### src/source/parser_status_pkg.sv
`default_nettype none

// Result side of the parser
package parser_status_pkg;

    // Status reported with every emitted frame
    typedef enum logic [7:0] {
        ST_OK      = 8'h00,
        ST_CRC_ERR = 8'h01,
        ST_CMD_INV = 8'h02     // Reserved SIZE, wins over a CRC error
    } status_e;

    // Largest data field, 16 word beats
    localparam int MAX_DATA_BYTES = 64;

    // Byte count 0 to 64
    localparam int DATA_COUNT_W = 7;

endpackage

`default_nettype wire

### src/source/uart_proto_pkg.sv
`default_nettype none

// Wire format of the host-to-device frame
package uart_proto_pkg;

    localparam logic [7:0] SOF_BYTE  = 8'hA5;  // Start of frame, not covered by CRC
    localparam logic [7:0] CMD_RESET = 8'hFF;  // Frame is SOF, CMD, CRC only

    // Access size per beat
    typedef enum logic [1:0] {
        SIZE_BYTE = 2'd0,
        SIZE_HALF = 2'd1,
        SIZE_WORD = 2'd2,
        SIZE_RSVD = 2'd3    // Reported as invalid command
    } size_e;

    // Command byte, MSB first
    typedef struct packed {
        logic       rw;     // 1 = read, no data bytes follow
        logic       inc;    // Address increment between beats
        size_e      size;
        logic [3:0] len;    // Beats minus one
    } cmd_fields_t;

    // Same command byte seen as opcode or as access descriptor
    typedef union packed {
        logic [7:0]  raw;
        cmd_fields_t f;
    } cmd_u;

    // Role of a forwarded byte inside the frame
    typedef enum logic [1:0] {
        FLD_CMD  = 2'd0,
        FLD_ADDR = 2'd1,
        FLD_DATA = 2'd2,
        FLD_CRC  = 2'd3
    } field_e;

endpackage

`default_nettype wire

### src/source/checked_if.sv
`default_nettype none
`timescale 1ns/100ps

// Tagged frame bytes with the CRC verdict
interface checked_if;

    logic                   valid;
    logic                   ready;
    logic [7:0]             data;
    uart_proto_pkg::field_e field;
    logic                   last;
    logic                   crc_ok;     // Meaningful on the last beat only

    modport src (
        output valid, data, field, last, crc_ok,
        input  ready
    );

    modport dst (
        input  valid, data, field, last, crc_ok,
        output ready
    );

endinterface

`default_nettype wire

### src/source/field_if.sv
`default_nettype none
`timescale 1ns/100ps

// Tagged frame bytes from the sync stage
interface field_if;

    logic                   valid;
    logic                   ready;
    logic [7:0]             data;
    uart_proto_pkg::field_e field;
    logic                   last;   // CRC byte of the frame

    modport src (
        output valid, data, field, last,
        input  ready
    );

    modport dst (
        input  valid, data, field, last,
        output ready
    );

endinterface

`default_nettype wire

### src/source/crc8_check.sv
`default_nettype none
`timescale 1ns/100ps

// CRC-8 (poly 0x07, init 0x00, MSB first) over CMD, ADDR and DATA beats
module crc8_check (
    input  wire    clk,
    input  wire    rst,
    field_if.dst   in,
    checked_if.src out
);

    localparam logic [7:0] CRC_POLY = 8'h07;

    logic [7:0] crc_q;      // Running CRC of the frame so far
    logic       accept;

    // One byte through the bitwise shift register
    function automatic logic [7:0] crc8_next(input logic [7:0] crc, input logic [7:0] data);
        logic [7:0] c;
        c = crc ^ data;
        for (int i = 0; i < 8; i++) begin
            c = c[7] ? ((c << 1) ^ CRC_POLY) : (c << 1);
        end
        return c;
    endfunction

    assign in.ready = !out.valid || out.ready;
    assign accept   = in.valid && in.ready;

    always_ff @(posedge clk) begin
        if (rst) begin
            crc_q     <= 8'h00;
            out.valid <= 1'b0;
        end else begin
            if (accept) begin
                out.valid <= 1'b1;
            end else if (out.ready) begin
                out.valid <= 1'b0;
            end

            if (accept) begin
                if (in.last) begin
                    crc_q <= 8'h00;                     // Ready for the next frame
                end else begin
                    crc_q <= crc8_next(crc_q, in.data);
                end
            end
        end
    end

    // Beats pass through one stage later
    always_ff @(posedge clk) begin
        if (accept) begin
            out.data   <= in.data;
            out.field  <= in.field;
            out.last   <= in.last;
            out.crc_ok <= in.last && (in.data == crc_q);
        end
    end

endmodule

`default_nettype wire

### src/source/frame_assembler.sv
`default_nettype none
`timescale 1ns/100ps

// Collects fields, judges the frame and presents it on the output
module frame_assembler (
    input  wire                                          clk,
    input  wire                                          rst,
    checked_if.dst                                       in,
    output logic                                         frame_valid,
    input  wire                                          frame_ready,
    output uart_proto_pkg::cmd_u                         frame_cmd,
    output logic [31:0]                                  frame_addr,
    output logic [parser_status_pkg::MAX_DATA_BYTES*8-1:0] frame_data,
    output logic [parser_status_pkg::DATA_COUNT_W-1:0]   frame_count,
    output parser_status_pkg::status_e                   frame_status,
    output logic                                         soft_reset
);

    // Work buffer for the frame being collected
    uart_proto_pkg::cmd_u                          work_cmd;
    logic [31:0]                                   work_addr;
    logic [parser_status_pkg::MAX_DATA_BYTES*8-1:0] work_data;
    logic [parser_status_pkg::DATA_COUNT_W-1:0]    work_cnt;
    logic [1:0]                                    addr_idx;

    logic                       accept;
    logic                       last_beat;
    logic                       is_reset;
    logic                       good_reset;
    parser_status_pkg::status_e verdict;

    // Only the closing beat waits for the output slot
    assign in.ready   = !in.last || !frame_valid || frame_ready;
    assign accept     = in.valid && in.ready;
    assign last_beat  = accept && in.last;
    assign is_reset   = (work_cmd.raw == uart_proto_pkg::CMD_RESET);
    assign good_reset = is_reset && in.crc_ok;

    always_comb begin
        if (!is_reset && (work_cmd.f.size == uart_proto_pkg::SIZE_RSVD)) begin
            verdict = parser_status_pkg::ST_CMD_INV;
        end else if (!in.crc_ok) begin
            verdict = parser_status_pkg::ST_CRC_ERR;
        end else begin
            verdict = parser_status_pkg::ST_OK;
        end
    end

    always_ff @(posedge clk) begin
        if (rst) begin
            addr_idx <= 2'd0;
            work_cnt <= '0;
        end else if (accept) begin
            case (in.field)
                uart_proto_pkg::FLD_CMD: begin
                    addr_idx <= 2'd0;
                    work_cnt <= '0;
                end
                uart_proto_pkg::FLD_ADDR: addr_idx <= addr_idx + 2'd1;
                uart_proto_pkg::FLD_DATA: work_cnt <= work_cnt + 1'b1;
                default: ;
            endcase
        end
    end

    always_ff @(posedge clk) begin
        if (accept) begin
            case (in.field)
                uart_proto_pkg::FLD_CMD: begin
                    work_cmd.raw <= in.data;
                    work_addr    <= '0;     // RESET frames report a zero address
                    work_data    <= '0;     // Unused bytes read as zero
                end
                uart_proto_pkg::FLD_ADDR: work_addr[{addr_idx, 3'b000} +: 8] <= in.data;
                uart_proto_pkg::FLD_DATA: work_data[{work_cnt[5:0], 3'b000} +: 8] <= in.data;
                default: ;
            endcase
        end
    end

    always_ff @(posedge clk) begin
        if (rst) begin
            frame_valid <= 1'b0;
            soft_reset  <= 1'b0;
        end else begin
            soft_reset <= last_beat && good_reset;
            if (last_beat && !good_reset) begin
                frame_valid <= 1'b1;
            end else if (frame_ready) begin
                frame_valid <= 1'b0;
            end
        end
    end

    // Output frame, loaded when the closing beat is judged
    always_ff @(posedge clk) begin
        if (last_beat && !good_reset) begin
            frame_cmd    <= work_cmd;
            frame_addr   <= work_addr;
            frame_data   <= work_data;
            frame_count  <= work_cnt;
            frame_status <= verdict;
        end
    end

    assert property (@(posedge clk) disable iff (rst)
        frame_valid && !frame_ready |=> frame_valid && $stable(frame_status)
            && $stable(frame_cmd) && $stable(frame_addr) && $stable(frame_data)
            && $stable(frame_count))
        else $error("frame_assembler: output frame dropped or changed before frame_ready");

    assert property (@(posedge clk) disable iff (rst) soft_reset |=> !soft_reset)
        else $error("frame_assembler: soft_reset longer than one cycle");

endmodule

`default_nettype wire

### src/source/frame_sync.sv
`default_nettype none
`timescale 1ns/100ps

// SOF hunt and field sequencer
module frame_sync (
    input  wire        clk,
    input  wire        rst,
    input  wire  [7:0] rx_data,
    input  wire        rx_valid,
    output logic       rx_ready,
    field_if.src       out
);

    typedef enum logic [2:0] {
        S_HUNT,
        S_CMD,
        S_ADDR,
        S_DATA,
        S_CRC
    } state_t;

    state_t               state;
    logic                 rx_en;        // Holds rx_ready low right after reset
    logic [1:0]           addr_cnt;
    logic [6:0]           data_cnt;
    logic [6:0]           data_len;     // Data bytes expected in this frame
    logic [6:0]           beats;
    logic [6:0]           len_calc;
    logic                 accept;
    logic                 load;
    uart_proto_pkg::cmd_u cmd_in;

    assign rx_ready   = rx_en && (!out.valid || out.ready);
    assign accept     = rx_valid && rx_ready;
    assign load       = accept && (state != S_HUNT);   // SOF and garbage are dropped
    assign cmd_in.raw = rx_data;

    // Data length from the command byte
    always_comb begin
        beats = {3'b000, cmd_in.f.len} + 7'd1;
        if (cmd_in.f.rw) begin
            len_calc = 7'd0;
        end else begin
            case (cmd_in.f.size)
                uart_proto_pkg::SIZE_BYTE: len_calc = beats;
                uart_proto_pkg::SIZE_HALF: len_calc = beats << 1;
                uart_proto_pkg::SIZE_WORD: len_calc = beats << 2;
                default:                   len_calc = 7'd0;     // Reserved size
            endcase
        end
    end

    always_ff @(posedge clk) begin
        if (rst) begin
            state     <= S_HUNT;
            rx_en     <= 1'b0;
            out.valid <= 1'b0;
            addr_cnt  <= 2'd0;
            data_cnt  <= 7'd0;
            data_len  <= 7'd0;
        end else begin
            rx_en <= 1'b1;
            if (load) begin
                out.valid <= 1'b1;
            end else if (out.ready) begin
                out.valid <= 1'b0;
            end

            if (accept) begin
                case (state)
                    S_HUNT: begin
                        if (rx_data == uart_proto_pkg::SOF_BYTE) state <= S_CMD;
                    end
                    S_CMD: begin
                        data_len <= len_calc;
                        addr_cnt <= 2'd0;
                        // RESET has no address field
                        state    <= (cmd_in.raw == uart_proto_pkg::CMD_RESET) ? S_CRC : S_ADDR;
                    end
                    S_ADDR: begin
                        addr_cnt <= addr_cnt + 2'd1;
                        data_cnt <= 7'd0;
                        if (addr_cnt == 2'd3) state <= (data_len == 7'd0) ? S_CRC : S_DATA;
                    end
                    S_DATA: begin
                        data_cnt <= data_cnt + 7'd1;
                        if (data_cnt + 7'd1 == data_len) state <= S_CRC;
                    end
                    default: state <= S_HUNT;   // CRC byte ends the frame
                endcase
            end
        end
    end

    // Output beat payload
    always_ff @(posedge clk) begin
        if (load) begin
            out.data <= rx_data;
            out.last <= (state == S_CRC);
            case (state)
                S_CMD:   out.field <= uart_proto_pkg::FLD_CMD;
                S_ADDR:  out.field <= uart_proto_pkg::FLD_ADDR;
                S_DATA:  out.field <= uart_proto_pkg::FLD_DATA;
                default: out.field <= uart_proto_pkg::FLD_CRC;
            endcase
        end
    end

    // A stalled beat must not move until the CRC stage takes it
    assert property (@(posedge clk) disable iff (rst)
        out.valid && !out.ready |=> out.valid && $stable(out.data)
            && $stable(out.field) && $stable(out.last))
        else $error("frame_sync: output beat changed while stalled");

endmodule

`default_nettype wire

### src/source/uart_frame_parser.sv
`default_nettype none
`timescale 1ns/100ps

// Host-to-device frame parser, three byte stages
module uart_frame_parser (
    input  wire                                            clk,
    input  wire                                            rst,
    input  wire  [7:0]                                     rx_data,
    input  wire                                            rx_valid,
    output logic                                           rx_ready,
    output logic                                           frame_valid,
    input  wire                                            frame_ready,
    output uart_proto_pkg::cmd_u                           frame_cmd,
    output logic [31:0]                                    frame_addr,
    output logic [parser_status_pkg::MAX_DATA_BYTES*8-1:0] frame_data,
    output logic [parser_status_pkg::DATA_COUNT_W-1:0]     frame_count,
    output parser_status_pkg::status_e                     frame_status,
    output logic                                           soft_reset
);

    field_if   u_field_if ();       // Sync to CRC stage
    checked_if u_checked_if ();     // CRC stage to assembler

    frame_sync u_frame_sync (
        .clk      (clk),
        .rst      (rst),
        .rx_data  (rx_data),
        .rx_valid (rx_valid),
        .rx_ready (rx_ready),
        .out      (u_field_if.src)
    );

    crc8_check u_crc8_check (
        .clk (clk),
        .rst (rst),
        .in  (u_field_if.dst),
        .out (u_checked_if.src)
    );

    frame_assembler u_frame_assembler (
        .clk          (clk),
        .rst          (rst),
        .in           (u_checked_if.dst),
        .frame_valid  (frame_valid),
        .frame_ready  (frame_ready),
        .frame_cmd    (frame_cmd),
        .frame_addr   (frame_addr),
        .frame_data   (frame_data),
        .frame_count  (frame_count),
        .frame_status (frame_status),
        .soft_reset   (soft_reset)
    );

endmodule

`default_nettype wire

### config.mk
export PLATFORM = sky130hd
export DESIGN_NAME = uart_frame_parser
export DESIGN_NICKNAME = d
export VERILOG_FILES = /design/src/source/parser_status_pkg.sv /design/src/source/uart_proto_pkg.sv /design/src/source/checked_if.sv /design/src/source/field_if.sv /design/src/source/crc8_check.sv /design/src/source/frame_assembler.sv /design/src/source/frame_sync.sv /design/src/source/uart_frame_parser.sv
export SDC_FILE = /design/constraint.sdc
export NUM_CORES = 2
export LEC_CHECK = 0
export ABC_AREA = 1
export BUFFER_PORTS_ARGS = -buffer_cell sky130_fd_sc_hd__buf_2
export CORE_ASPECT_RATIO = 2
export CORE_UTILIZATION = 40
export DETAILED_ROUTE_END_ITERATION = 8
export GPL_TIMING_DRIVEN = 0
export PLACE_DENSITY = 0.59
export SYNTH_ARGS = -nofsm -noshare
export SYNTH_HDL_FRONTEND = slang
export SYNTH_SLANG_ARGS = --single-unit
### constraint.sdc
create_clock -name clk -period 21.3 [get_ports clk]
set_input_delay 2.13 -clock clk [delete_from_list [all_inputs] [get_ports clk]]
set_output_delay 2.13 -clock clk [all_outputs]
set_load 0.01 [all_outputs]
* Word-level counts from Yosys, hierarchy flattened
Index checks and enable logic that the tools add are counted.
** Word-level totals
- Register bits :: 1183
- Bits of input ports :: 12
- Output and inout bits :: 570
- Logic and storage cells :: 139
** Cells by class
- Add/sub/neg operators :: 7
- Eq/ne operators :: 18
- Shifts and indexed selects :: 4
- Muxes and demuxes :: 34
- Bitwise gates (word level) :: 9
- Reductions and logical operators :: 40
** Operators by type and width (number)
- 512-bit one-hot mux with 2 select lines :: 1
- 512-bit bitwise mux :: 1
- 8-bit by 11-bit variable shift with 512-bit output (first input constant) :: 1
- 8-bit by 11-bit indexed part select with 512-bit output :: 1
- 32-bit one-hot mux with 2 select lines :: 1
- 3-bit two-way mux :: 13
- 32-bit bitwise mux :: 1
- 8-bit by 7-bit variable shift with 32-bit output (first input constant) :: 1
- 8-bit by 7-bit indexed part select with 32-bit output :: 1
- 7-bit one-hot mux with 2 select lines :: 2
- 8-bit == test (second input constant) :: 3
- 3-bit inverter :: 8
- 7-bit one-hot mux with 3 select lines :: 1
- 7-bit by 1-bit adder with 7-bit output (second input constant) :: 2
- 2-bit nonzero test :: 7
- 3-bit one-hot mux with 4 select lines :: 1
- 2-bit AND reduction :: 6
- 1-bit logical AND :: 11
- 9-bit negation with 11-bit output :: 1
- 2-bit == test (second input constant) :: 4
- 8-bit == test :: 1
- 1-bit two-way mux :: 8
- 8-bit two-way mux :: 1
- 2-bit one-hot mux with 2 select lines :: 2
- 19 further kinds :: 33

* Longest topological paths before layout
- Word-level depth :: 18
- Mapped depth :: 14
- Gate-level depth less buffers :: 12

* Cells and area by module
A second synthesis with hierarchy kept.
** Unflattened totals
- Cell total of the unflattened synthesis :: 3974
- Area total of the unflattened synthesis :: 46952.5 sq um
** By module, submodules not included
- frame_assembler :: instances 1, cells each 3610, area each 44073.5 sq um, sequential area each 33642.3 sq um
- frame_sync :: instances 1, cells each 231, area each 1750.4 sq um, sequential area each 750.7 sq um
- crc8_check :: instances 1, cells each 133, area each 1128.6 sq um, sequential area each 540.5 sq um

* Worst setup path after synthesis
Ideal clock, no wire load.
- Path kind :: input port to flip-flop
- Start :: in frame_ready
- End :: reg u_frame_assembler.frame_addr[0], enable pin
- Library setup time :: 0.908 ns
- Arrival :: 13.390 ns
- Required time :: 20.392 ns
- Path slack :: 7.002 ns
- Stages :: 6
- Buffers on the path :: 0
- Cells stage by stage :: nor2_1 > nor2_1 > nand2_1 > inv_1 > nand2_1 > inv_1
** Between the ends
- Longest elaborated chain between the ends :: 4
** Ends and longest elaborated chain
- from (decl) :: line uart_frame_parser.sv:12 : input wire frame_ready,
- 1-bit logical OR :: line frame_assembler.sv:33 : assign in.ready = !in.last || !frame_valid || frame_ready;
- 1-bit logical AND :: line frame_assembler.sv:34 : assign accept = in.valid && in.ready;
- 1-bit logical AND :: line frame_assembler.sv:35 : assign last_beat = accept && in.last;
- 1-bit logical AND :: line frame_assembler.sv:97 : if (last_beat && !good_reset) begin
- to (signal assigned) :: line frame_assembler.sv:99 : frame_addr <= work_addr;
- to (decl) :: line frame_assembler.sv:12 : output logic [31:0] frame_addr,
No other way between the ends.
A chain may end at the register's enable or synchronous reset.

* Worst setup path in the final report
- Start :: in frame_ready
- End :: out rx_ready
** Between the ends
- Longest elaborated chain between the ends :: 4
** Ends and longest elaborated chain
- 1-bit logical OR :: line frame_assembler.sv:33
- 1-bit logical OR :: line crc8_check.sv:27 : assign in.ready = !out.valid || out.ready;
- 1-bit logical OR :: line frame_sync.sv:33 : assign rx_ready = rx_en && (!out.valid || out.ready);
- 1-bit logical AND :: line frame_sync.sv:33
- to (decl) :: line uart_frame_parser.sv:10 : output logic rx_ready,
No other way between the ends.

==> impl_results.md <==
- Grt total ovfl: 0
- Dpl cell area: 50100 um^2
- Lkg Pwr: 19.3 nW
- Fin. max-slew vios: 0
- Share of cells above drive strength 1: 0.206
- Initial Util: 0.404
- Multi-input gate area: 8330 um^2
- Register Area: roughly 35000 um^2
- Antenna violations before repair: 3
- Final Hold Viols: 0
- Switching share of power: 0.202
- CTS Hold Bufs: 0
- DRT iter0 DRCs: 2249
- IO Pins: 582
- Sequential Power Share: 0.565
- Combinational share of power: 0.004
- Placeable core area: 111000 um^2
- Top post-synthesis cells by area: edfxtp_1, o21ai_0, a21oi_1
- GP Congestion: 0.851
- Clock sinks: about 1200
- Synth top area share: 0.757
- Primary FF master, synth: edfxtp_1
- Post-synth cell types: 45
- Max Cap Viol: 0
- Clk buf depth: 3
- Clock Latency Late Sink: 0.72 ns
- Routed vias: approximately 29000
- Req. time, crit path: 19.17 ns
- DR vias/cell: 5.15
- Final Skew: 0.0270 ns
- RSZ-0062 raised after global routing: false
- Fill cells: 9977
- Final nets: 4073
- Final clock period utilization by the worst path: 0.237
- ANT nets after route: 0
- Fmax: 198 MHz
- Commonest cells in the netlist: edfxtp_1, o21ai_0, nor2_1
- Register area share after synthesis: 0.775
- Residual DRC: 0
- Crit. End Element: output pin
- Total global-route track usage: 0.231
- Crit path kind: input port to output pin
- Clock power share: 0.431
- Clock root cell: clkbuf_16
- Detail Placement HPWL: 94800 um
- Outcome: finished clean
- Setup violators final: 0
- Vias in the first global route: 28120
- Router iterations before antenna repair: 5
- Cell Int Power: 3.53 mW
- Post-Synthesis Cell Area: 45100 um^2
- Largest net degree at the start of global routing: 132
- Num CTS Buffers: ~100
- Clock Pin Slew Worst Setup and Hold Paths: 0.07 ns
- Yosys top cell by area: edfxtp_1
- Port bufs: 574
- Yosys Warn Count: 0
- #FFs+latches synth: 1177
- Post-Synthesis Cells: about 3400
- Cell area after layout: 53500 um^2
- Total Routed Length: 133000 um
- Maximum VDD drop: 0.0000761 V
- CP Launch Type: input port
- Die area: 114000 um^2
- Worst slew margin: 0.190
- Ys async rst share: 0
- Count leader, synth: edfxtp_1
- Post-synth EDFFs: 1136
- Post-CTS setup buffer count: 0
- Wirelength per Cell: 23.7 um
- P per Cell Area: 82.7 nW/um^2
- First-pass GRT wire length: 190000 um
- Worst-path fanout max: 3
- Die Width: 239 um
- Worst Tran Pin Value: 1.21 ns
- Cell Rows: 173
- Pwr Total: 4.42 mW
- NetSw: 0.891 mW
- Die Span Y: 477 um
- Type of the worst min-delay path: flip-flop to flip-flop
- Gates resized, CTS repair: 0
- CTS tree: done
- Setup TNS: 0 ns
- H-tree depth: 3
- Syn Area/Cell: 13.4 um^2
- Arr. time, crit path: 2.91 ns
- Area Overhead vs Synth: 18.7%
- Post-layout min period: 5.04 ns
==> worst max-delay path, cell delays in order <==
cell	delay, ns
buf_2	0.11
nor2_1	0.19
nand3_1	0.15
inv_1	0.12
nor2_1	0.06
buf_2	0.15
==> layout by cell type, fill, tap and decap left out, drive strengths merged <==
| cell | count |
|---|---|
| nor2 | 432 |
| nand4 | 12 |
| a31oi | 2 |
| o22ai | 20 |
| nand3 | 64 |
| buf | 651 |
| ha | 14 |
| clkinv | 51 |
| and3 | 1 |
| clkinvlp | 5 |
| nor4 | 3 |
| clkbuf | 250 |
| o221ai | 1 |
| a211oi | 20 |
| o21ai | 462 |
| conb | 6 |
| nand2 | 219 |
| or4 | 1 |
| nor3 | 39 |
| a21oi | 399 |
| nand2b | 1 |
| inv | 264 |
| xnor2 | 13 |
| a22oi | 1 |
| nand3b | 1 |
| dfxtp | 41 |
| or2 | 2 |
| diode | 3 |
| edfxtp | 1136 |
| o211a | 1 |
| o21a | 1 |
| bufinv | 9 |
| nor3b | 1 |
| xor2 | 11 |
==> per-stage QoR <==
step,hold WS (ns),cells,worst slack [ns],util
2_1_floorplan,0.400,3359,7.00,-
3_5_place_dp,0.426,5430,15.97,0.449
3_3_place_gp,0.413,5420,1.04,0.447
6_report,0.434,5624,16.26,0.480
4_1_cts,0.429,5621,16.27,0.480
5_1_grt,0.436,5622,16.20,0.480
==> sequential cells by signal (all words and copies together) (netlist names), 2 cells and up <==
| name | count |
|---|---|
| u_frame_assembler.frame_status | 2 |
| u_frame_assembler.frame_cmd | 8 |
| u_frame_assembler.addr_idx | 2 |
| u_frame_assembler.frame_addr | 32 |
| u_frame_sync.data_cnt | 7 |
| u_frame_assembler.work_cmd | 8 |
| u_frame_assembler.work_cnt | 7 |
| u_frame_assembler.work_data | 512 |
| u_crc8_check.out.field | 2 |
| u_frame_assembler.frame_data | 512 |
| u_frame_sync.data_len | 7 |
| u_frame_sync.addr_cnt | 2 |
| u_frame_sync.out.data | 8 |
| u_frame_sync.state | 3 |
| u_crc8_check.out.data | 8 |
| u_frame_assembler.work_addr | 32 |
| u_frame_assembler.frame_count | 7 |
| u_crc8_check.crc_q | 8 |
| u_frame_sync.out.field | 2 |
==> area by class of cell <==
cell class / instances / area share
clock buffers: 130 / 0.0511
well taps: 1487 / 0.0348
inverters: 268 / 0.0191
diodes: 3 / 0.000140
multi-input cells: 1727 / 0.156
clock inverters: 61 / 0.0118
plain buffers: 187 / 0.0150
flip-flops and latches: 1177 / 0.653
repair buffers: 584 / 0.0587
==> path summary, 6_finish.rpt <==
kind                                                                      from                                            end  slack (ns)  depth (start not counted)
worst min register to register  u_frame_assembler.work_data[302]$_SDFFCE_PN0P_    u_frame_assembler.frame_data[302]$_DFFE_PP_        0.43                          0
worst max register to register             u_crc8_check.out.field[1]$_DFFE_PP_  u_frame_assembler.work_data[69]$_SDFFCE_PN0P_       17.69                          7
worst max-delay path                                               frame_ready                                       rx_ready       16.26                          6
worst min-delay path            u_frame_assembler.work_data[302]$_SDFFCE_PN0P_    u_frame_assembler.frame_data[302]$_DFFE_PP_        0.43                          0
==> cells by family after synthesis <==
kind of cell / after synthesis / synth area share
adders and majority gates: 14 / 0.00389
and+or+nand+nor: 776 / 0.0728
buffers and inverters: 455 / 0.0402
AOI/OAI and AO/OA: 907 / 0.103
DFF: 1177 / 0.775
xor gates and xnor gates: 24 / 0.00483
other: 1 / 0.0000832
==> power groups by stage <==
stage	combinational, mW	clock [mW]	sequential (mW)
detailed placement	0.0172	0	2.55
finish	0.0171	1.91	2.50
global placement	0.0168	0	2.55
global route	0.0190	2.01	2.50
CTS	0.0173	1.94	2.50
floorplan	0.00939	0	2.55
==> routing by layer <==
layer	vias up	wire (um)	track usage
met5	-	0	0
met4	0	4150	0.0826
met3	201	11100	0.0612
met2	1194	67200	0.400
met1	14172	50700	0.273
li1	13413	-	-
Power figures use the tool's default switching activity.
